$ cat src/hw/ldq_cfg.svh
`ifndef LDQ_CFG_SVH
`define LDQ_CFG_SVH

// queue size, also the number of credits after reset or cancel
`define LDQ_DEPTH 8

// load address width
`define LDQ_ADDR_WIDTH 32

// physical register index width
`define LDQ_REG_IDX_WIDTH 6

// writeback value width
`define LDQ_REG_WIDTH 32

// bytes per memory ack line, low address bits give the offset
`define LDQ_LINE_BYTES 32

`endif

$ cat src/hw/ldq_pkg.sv
`default_nettype none

`include "ldq_cfg.svh"

package ldq_pkg;

    localparam int unsigned ENTRY_ID_WIDTH    = $clog2(`LDQ_DEPTH);
    localparam int unsigned LINE_OFFSET_WIDTH = $clog2(`LDQ_LINE_BYTES);

    // funct3 encodings of the RISC-V loads
    typedef enum logic [2:0] {
        LB  = 3'b000,
        LH  = 3'b001,
        LW  = 3'b010,
        LBU = 3'b100,
        LHU = 3'b101
    } load_op_e;

    // entry index, also used as the memory tag
    typedef logic [ENTRY_ID_WIDTH-1:0]        entry_id_t;
    typedef logic [`LDQ_ADDR_WIDTH-1:0]       mem_addr_t;
    typedef logic [`LDQ_REG_IDX_WIDTH-1:0]    reg_idx_t;
    typedef logic [`LDQ_REG_WIDTH-1:0]        reg_val_t;
    typedef logic [`LDQ_LINE_BYTES*8-1:0]     line_data_t;

endpackage

`default_nettype wire

$ cat src/hw/ldq_alloc.sv
`timescale 1ns/100ps
`default_nettype none

`include "ldq_cfg.svh"

module ldq_alloc
    import ldq_pkg::*;
(
    input  wire                           clk,
    input  wire                           rst_n,

    input  wire                           load_vld,
    input  wire mem_addr_t                load_addr,
    input  wire load_op_e                 load_op,
    input  wire reg_idx_t                 load_rd,
    input  wire                           cancel_en,

    input  wire entry_id_t                issue_id,
    input  wire entry_id_t                ack_tag,

    output entry_id_t                     wr_ptr,
    output mem_addr_t                     issue_addr,
    output logic [LINE_OFFSET_WIDTH-1:0]  ack_offset,
    output load_op_e                      ack_op,
    output reg_idx_t                      ack_rd
);

    mem_addr_t  entry_addr [`LDQ_DEPTH];
    load_op_e   entry_op   [`LDQ_DEPTH];
    reg_idx_t   entry_rd   [`LDQ_DEPTH];

    // ========================================================================
    // write pointer
    // ========================================================================
    always_ff @(posedge clk or negedge rst_n) begin
        if (!rst_n) begin
            wr_ptr <= '0;
        end
        else if (cancel_en) begin
            wr_ptr <= '0;
        end
        else if (load_vld) begin
            wr_ptr <= wr_ptr + 1'b1;
        end
    end

    // ========================================================================
    // payload storage
    // ========================================================================
    always_ff @(posedge clk) begin
        if (load_vld) begin
            entry_addr[wr_ptr] <= load_addr;
            entry_op[wr_ptr]   <= load_op;
            entry_rd[wr_ptr]   <= load_rd;
        end
    end

    // request side read port
    assign issue_addr = entry_addr[issue_id];

    // ack side read port, only the line offset of the address is needed
    assign ack_offset = entry_addr[ack_tag][LINE_OFFSET_WIDTH-1:0];
    assign ack_op     = entry_op[ack_tag];
    assign ack_rd     = entry_rd[ack_tag];

endmodule

`default_nettype wire

$ cat src/hw/ldq_issue.sv
`timescale 1ns/100ps
`default_nettype none

`include "ldq_cfg.svh"

module ldq_issue
    import ldq_pkg::*;
(
    input  wire             clk,
    input  wire             rst_n,

    input  wire             load_vld,
    input  wire entry_id_t  wr_ptr,
    input  wire             cancel_en,

    input  wire             mem_req_rdy,
    input  wire             mem_ack_vld,
    input  wire entry_id_t  mem_ack_tag,

    output logic            mem_req_vld,
    output entry_id_t       issue_id,
    output logic            credit_en
);

    localparam int unsigned DEPTH = `LDQ_DEPTH;

    logic [DEPTH-1:0]   entry_vld;
    logic [DEPTH-1:0]   entry_req;
    logic [DEPTH-1:0]   entry_ack;
    logic [DEPTH-1:0]   pend_vec;
    entry_id_t          head_ptr;
    logic               issue_found;
    logic               issue_fire;
    logic               retire_en;

    // ========================================================================
    // issue selection
    // ========================================================================
    // valid entries still waiting for a request
    assign pend_vec = entry_vld & ~entry_req;

    // walk from the head so the oldest waiting entry wins
    always_comb begin
        issue_found = 1'b0;
        issue_id    = head_ptr;
        for (int k = 0; k < DEPTH; k++) begin
            if (!issue_found && pend_vec[entry_id_t'(head_ptr + k)]) begin
                issue_found = 1'b1;
                issue_id    = entry_id_t'(head_ptr + k);
            end
        end
    end

    assign mem_req_vld = issue_found;
    assign issue_fire  = mem_req_vld & mem_req_rdy;

    // ========================================================================
    // retirement
    // ========================================================================
    assign retire_en = entry_vld[head_ptr] & entry_ack[head_ptr];

    // nothing retires in a cancel cycle, the whole queue is dropped
    assign credit_en = retire_en & ~cancel_en;

    always_ff @(posedge clk or negedge rst_n) begin
        if (!rst_n) begin
            head_ptr <= '0;
        end
        else if (cancel_en) begin
            head_ptr <= '0;
        end
        else if (retire_en) begin
            head_ptr <= head_ptr + 1'b1;
        end
    end

    // ========================================================================
    // per entry flags
    // ========================================================================
    for (genvar i = 0; i < DEPTH; i++) begin : g_entry

        logic is_head;

        assign is_head = (head_ptr == entry_id_t'(i));

        always_ff @(posedge clk or negedge rst_n) begin
            if (!rst_n) begin
                entry_vld[i] <= 1'b0;
            end
            else if (cancel_en) begin
                entry_vld[i] <= 1'b0;
            end
            else if (load_vld && (wr_ptr == entry_id_t'(i))) begin
                entry_vld[i] <= 1'b1;
            end
            else if (retire_en && is_head) begin
                entry_vld[i] <= 1'b0;
            end
        end

        always_ff @(posedge clk or negedge rst_n) begin
            if (!rst_n) begin
                entry_req[i] <= 1'b0;
            end
            else if (cancel_en) begin
                entry_req[i] <= 1'b0;
            end
            else if (issue_fire && (issue_id == entry_id_t'(i))) begin
                entry_req[i] <= 1'b1;
            end
            else if (retire_en && is_head) begin
                entry_req[i] <= 1'b0;
            end
        end

        // acks may come back in any order
        always_ff @(posedge clk or negedge rst_n) begin
            if (!rst_n) begin
                entry_ack[i] <= 1'b0;
            end
            else if (cancel_en) begin
                entry_ack[i] <= 1'b0;
            end
            else if (mem_ack_vld && (mem_ack_tag == entry_id_t'(i))) begin
                entry_ack[i] <= 1'b1;
            end
            else if (retire_en && is_head) begin
                entry_ack[i] <= 1'b0;
            end
        end

    end

endmodule

`default_nettype wire

$ cat src/hw/ldq_load_align.sv
`timescale 1ns/100ps
`default_nettype none

`include "ldq_cfg.svh"

module ldq_load_align
    import ldq_pkg::*;
(
    input  wire                                mem_ack_vld,
    input  wire line_data_t                    mem_ack_data,
    input  wire [LINE_OFFSET_WIDTH-1:0]        ack_offset,
    input  wire load_op_e                      ack_op,
    input  wire reg_idx_t                      ack_rd,

    output logic                               reg_wr_en,
    output reg_idx_t                           reg_index,
    output reg_val_t                           reg_val
);

    localparam int unsigned REG_W = `LDQ_REG_WIDTH;

    line_data_t shifted_data;

    // move the addressed byte down to bit 0
    assign shifted_data = mem_ack_data >> {ack_offset, 3'b000};

    always_comb begin
        case (ack_op)
            LB: begin
                reg_val = {{(REG_W-8){shifted_data[7]}}, shifted_data[7:0]};
            end
            LBU: begin
                reg_val = {{(REG_W-8){1'b0}}, shifted_data[7:0]};
            end
            LH: begin
                reg_val = {{(REG_W-16){shifted_data[15]}}, shifted_data[15:0]};
            end
            LHU: begin
                reg_val = {{(REG_W-16){1'b0}}, shifted_data[15:0]};
            end
            // LW and any unknown code take the full word
            default: begin
                reg_val = shifted_data[REG_W-1:0];
            end
        endcase
    end

    // every ack writes back in its own cycle
    assign reg_wr_en = mem_ack_vld;
    assign reg_index = ack_rd;

endmodule

`default_nettype wire

$ cat src/hw/ldq_top.sv
`timescale 1ns/100ps
`default_nettype none

`include "ldq_cfg.svh"

module ldq_top
    import ldq_pkg::*;
(
    input  wire              clk,
    input  wire              rst_n,

    // load input, credit based
    input  wire              load_vld,
    input  wire mem_addr_t   load_addr,
    input  wire load_op_e    load_op,
    input  wire reg_idx_t    load_rd,
    input  wire              cancel_en,
    output logic             credit_en,

    // memory request
    output logic             mem_req_vld,
    output mem_addr_t        mem_req_addr,
    output entry_id_t        mem_req_tag,
    input  wire              mem_req_rdy,

    // memory ack
    input  wire              mem_ack_vld,
    input  wire entry_id_t   mem_ack_tag,
    input  wire line_data_t  mem_ack_data,

    // register writeback
    output logic             reg_wr_en,
    output reg_idx_t         reg_index,
    output reg_val_t         reg_val
);

    entry_id_t                     wr_ptr;
    entry_id_t                     issue_id;
    mem_addr_t                     issue_addr;
    logic [LINE_OFFSET_WIDTH-1:0]  ack_offset;
    load_op_e                      ack_op;
    reg_idx_t                      ack_rd;

    assign mem_req_tag  = issue_id;
    assign mem_req_addr = issue_addr;

    ldq_alloc u_alloc (
        .clk          (clk),
        .rst_n        (rst_n),
        .load_vld     (load_vld),
        .load_addr    (load_addr),
        .load_op      (load_op),
        .load_rd      (load_rd),
        .cancel_en    (cancel_en),
        .issue_id     (issue_id),
        .ack_tag      (mem_ack_tag),
        .wr_ptr       (wr_ptr),
        .issue_addr   (issue_addr),
        .ack_offset   (ack_offset),
        .ack_op       (ack_op),
        .ack_rd       (ack_rd)
    );

    ldq_issue u_issue (
        .clk          (clk),
        .rst_n        (rst_n),
        .load_vld     (load_vld),
        .wr_ptr       (wr_ptr),
        .cancel_en    (cancel_en),
        .mem_req_rdy  (mem_req_rdy),
        .mem_ack_vld  (mem_ack_vld),
        .mem_ack_tag  (mem_ack_tag),
        .mem_req_vld  (mem_req_vld),
        .issue_id     (issue_id),
        .credit_en    (credit_en)
    );

    ldq_load_align u_load_align (
        .mem_ack_vld  (mem_ack_vld),
        .mem_ack_data (mem_ack_data),
        .ack_offset   (ack_offset),
        .ack_op       (ack_op),
        .ack_rd       (ack_rd),
        .reg_wr_en    (reg_wr_en),
        .reg_index    (reg_index),
        .reg_val      (reg_val)
    );

endmodule

`default_nettype wire

$ cat config.mk
export PLATFORM = sky130hd
export DESIGN_NAME = ldq_top
export DESIGN_NICKNAME = d
export VERILOG_FILES = /design/src/hw/ldq_pkg.sv /design/src/hw/ldq_alloc.sv /design/src/hw/ldq_issue.sv /design/src/hw/ldq_load_align.sv /design/src/hw/ldq_top.sv
export VERILOG_INCLUDE_DIRS = /design/src /design/src/hw
export SDC_FILE = /design/constraint.sdc
export NUM_CORES = 1
export LEC_CHECK = 0
export BUFFER_PORTS_ARGS = -buffer_cell sky130_fd_sc_hd__buf_2
export CAP_MARGIN = 20
export CORE_UTILIZATION = 39
export DETAILED_ROUTE_END_ITERATION = 6
export GPL_TIMING_DRIVEN = 0
export PLACE_DENSITY = 0.57
export SLEW_MARGIN = 40
export SYNTH_ARGS = -nofsm -noshare
export SYNTH_HDL_FRONTEND = slang
export SYNTH_SLANG_ARGS = --single-unit
$ cat constraint.sdc
create_clock -name clk -period 5.2 [get_ports clk]
set_input_delay 0.52 -clock clk [delete_from_list [all_inputs] [get_ports clk]]
set_output_delay 0.52 -clock clk [all_outputs]
set_load 0.02 [all_outputs]
==> metrics.md <==
| Metric | Value |
|---|---|
| Vias in the first global route | `23,413` |
| Vias | `24,761` |
| Port Buffers | `378` |
| Buf+Inv Stages, Crit Path | `3` |
| CP endpoint kind | `output port` |
| Worst hold-check path type | `in -> reg` |
| CTS H-tree depth | `1` |
| Cells after Synth | `2,487` |
| CTS tree | `yes` |
| Leakage | `11.9 nW` |
| Total power | `8.89 mW` |
| Crit-path slowest cell | `clkbuf_1` |
| Setup-failing EPs final | `6` |
| Core Region | `61,700 sq um` |
| Largest net degree at the start of global routing | `31` |
| Placer Congestion | `1.13` |
| Total global routing overflow | `0` |
| Fillers | `5,822` |
| Max Cap Violations | `0` |
| Setup TNS Final | `-0.326 ns` |
| Final Hold Vio Count | `0` |
| Drt first-iter violations | `3,027` |
| Setup CP Type | `reg -> out` |
| Hold EP | `u_alloc.entry_rd[4][0]` |
| Max Clk Rate | `188 MHz` |
| Commonest register cell after synthesis | `edfxtp_1` |
| WP depth | `8` |
| FF+latch area | `10,600 sq um` |
| Post-layout util | `48.1%` |
| Commonest non-fill, non-tap cell in the layout | `nand2_1` |
| Sequential area share after synthesis | `43.5%` |
| Initial antenna violation count | `35` |
| Tmin final | `5.33 ns` |
| Max Fanout on Critical Path | `10` |
| Clock sink total | `358` |
| Slew HR | `28.5%` |
| Post-route setup slack | `-0.129 ns` |
| Count of different cell masters after synthesis | `73` |
| Final nets | `3,254` |
| Fin cells | `3,815` |
| Reg2Reg Setup Slack | `1.30 ns` |
| Via density | `6.49` |
| Mapped Area | `24,400 sq um` |
| CTS Buffer Depth | `3` |
| Final Max Tran Viols | `0` |
| Boundary Pins | `382` |
| First-pass GRT wire length | `185 mm` |
| TritonCTS Buffers | `29` |
| Tot GR Track Use | `42.3%` |
| Pre-antenna DRT Iters | `7` |
| Area of the multi-input gates | `13,100 sq um` |
| Dpl hpwl | `105 mm` |
| Worst Path Arrival | `4.81 ns` |
| Worst-path cell chain | `mux4_2 -> mux2i_4 -> clkbuf_2 -> clkbuf_1 -> a311oi_2 -> o311ai_0 -> o31ai_1 -> buf_2` |
| Post-Place Cells | `3,736` |
| WHS | `0.222 ns` |
| Yosys reg bits | `358` |
| Area Overhead vs Synth | `21.8%` |
| Final WL | `137 mm` |
| Worst EP required | `4.68 ns` |
| Critical Path Max Stage Delay | `0.76 ns` |
| Pwr dens | `300 nW/um^2` |
| Startpoint Class | `flip-flop` |
| Worst reg2reg path depth | `16` |
| Failing checks | `negative setup slack` |
| Post-synth EDFFs | `328` |
| Hold-critical path depth | `1` |
| Antenna Nets Post-Route | `0` |
| Starting Density | `39.5%` |
| Crit-path leading delay family | `buffers and inverters` |
| Clk_skew | `0.00972 ns` |
| Row count | `91` |
| Fin crit share | `102%` |
| Share of post-route cells with drive strength above 1 | `27.2%` |
| Tightest Pin Transition | `1.07 ns` |
| Synth warn | `0` |
| Clock-pin slew on the worst setup and hold paths | `0.07 ns` |
| Full die area | `63,500 sq um` |
| Die Y-Extent | `252 microns` |
| Synthesized net count | `2,806` |
| Synth Area per Inst | `9.79 sq um` |
| RR Startpoint | `u_issue.head_ptr[0]` |
| Worst vdd ir | `400 uV` |
| Post-synth ARST share | `8.38%` |
| Worst Hold Launch | `load_rd[0]` |
| Die W | `252 microns` |
| Worst skew pair latency | `0.56 ns` |
| Run status | `finished with violations` |
| Drt drc | `0` |
| Routed len/inst | `36.0 microns` |
| Root buffer selected by CTS | `clkbuf_16` |
| Commonest cells after routing, fill and taps aside | `nand2_1, buf_2, edfxtp_1` |
| R2R Path End | `u_issue.entry_req[2]` |
flip-flops by register name, summed over array words and instances (netlist names):
| register | flops |
|---|---|
| u_issue.head_ptr | 3 |
| u_alloc.entry_rd | 48 |
| u_alloc.wr_ptr | 3 |
| u_alloc.entry_addr | 256 |
| u_issue.entry_req | 8 |
| u_issue.entry_ack | 8 |
| u_alloc.entry_op | 24 |
| u_issue.entry_vld | 8 |
cells in the mapped netlist (all sizes together) (10+ instances only):
cell / count / share of area, %
nand2: 729 / 11
edfxtp: 328 / 40
mux2i: 274 / 11
nand3: 208 / 4.3
a311oi: 111 / 4.1
buf: 108 / 2.4
clkbuf: 108 / 1.7
and3: 91 / 2.3
mux4: 69 / 6.4
nor2: 55 / 0.85
a31oi: 50 / 1.3
mux2: 49 / 2.3
o21ai: 36 / 0.74
dfrtp: 30 / 3.1
a21oi: 28 / 0.58
a32oi: 19 / 0.68
a211oi: 17 / 0.52
a221o: 16 / 0.66
nor2b: 14 / 0.36
nor3: 14 / 0.29
ha: 13 / 0.67
inv: 11 / 0.17
nand2b: 11 / 0.28
a22oi: 10 / 0.31
per-stage QoR:
step | area, sq um | setup WS [ns]
floorplan | 24400 | 0.945
finish | 29700 | -0.129
detailed placement | 28000 | -0.718
CTS | 29400 | 0.00252
global route | 29600 | -0.00508
global placement | 27300 | -2.36
layer usage:
metal  up-vias  routed length [microns]  track usage, %
li1      10262                        -               -
met1     12103                    49900            51.3
met2      1849                    59100            64.2
met3       525                    15300            11.7
met4        22                    13000            32.0
met5         -                      132               0
worst max path at each step:
stage / slack [ns] / to / startpoint
floorplan: 0.94 / u_alloc.entry_addr[2][0] / load_vld
global placement: -2.36 / u_alloc.entry_addr[0][13] / load_vld
detailed placement: -0.72 / reg_val[2] / mem_ack_tag[0]
CTS: 0.003 / reg_val[26] / u_alloc.entry_addr[7][0]
global route: -0.005 / mem_req_addr[4] / u_issue.head_ptr[0]
finish: -0.13 / reg_val[6] / u_alloc.entry_addr[3][3]
repair_timing:
action / CTS / global route
setup buffers: 5 / 0
hold buffers: 1 / 0
endpoints found under the hold margin: 30 / 0
gates cloned: 0 / 2
pin swaps: 3 / 1
resized for setup: 106 / 49
setup endpoints to repair: 64 / 55
report_power, final:
group          total, mW  leakage [nW]  switching (mW)  internal, mW
clock network       2.33         0.494           0.971          1.36
registers           3.26          3.39          0.0281          3.23
logic               3.31          7.99            2.26          1.05
cell type report:
cell class / count / area share (%)
Sequential cell: 358 / 35.7
Inverter: 11 / 0.164
Clock buffer: 37 / 2.61
Timing Repair Buffer: 420 / 8.42
Buffer: 213 / 4.43
Multi-Input combinational cell: 1902 / 44.1
Antenna cell: 22 / 0.186
Clock inverter: 15 / 0.797
Tap cell: 837 / 3.53
worst register-to-register path: cells and delay by family (launching register included):
family                   cells  cell delay [ns]
flip-flops                   1             0.41
AO/OA/AOI/OAI                4             0.91
buffers and inverters        6             0.92
multiplexers                 2             0.69
adder cells (fa/ha/maj)      1             0.25
AND/OR/NAND/NOR              2             0.28
XOR/XNOR                     1             0.30
cell families (layout without fill, tap and decap cells):
kind of cell    after synthesis  in the layout  synth area share [%]
flops                       358            358                  43.5
other cells                   0             22                     0
compound gates              346            346                  11.0
xor+xnor                      3              3                 0.139
buf+inv                     227            696                  4.28
mux                         392            392                  20.0
simple gates               1148           1148                  20.4
fa+ha+maj                    13             13                 0.668
No activity file was read; power rests on OpenSTA's default activity.
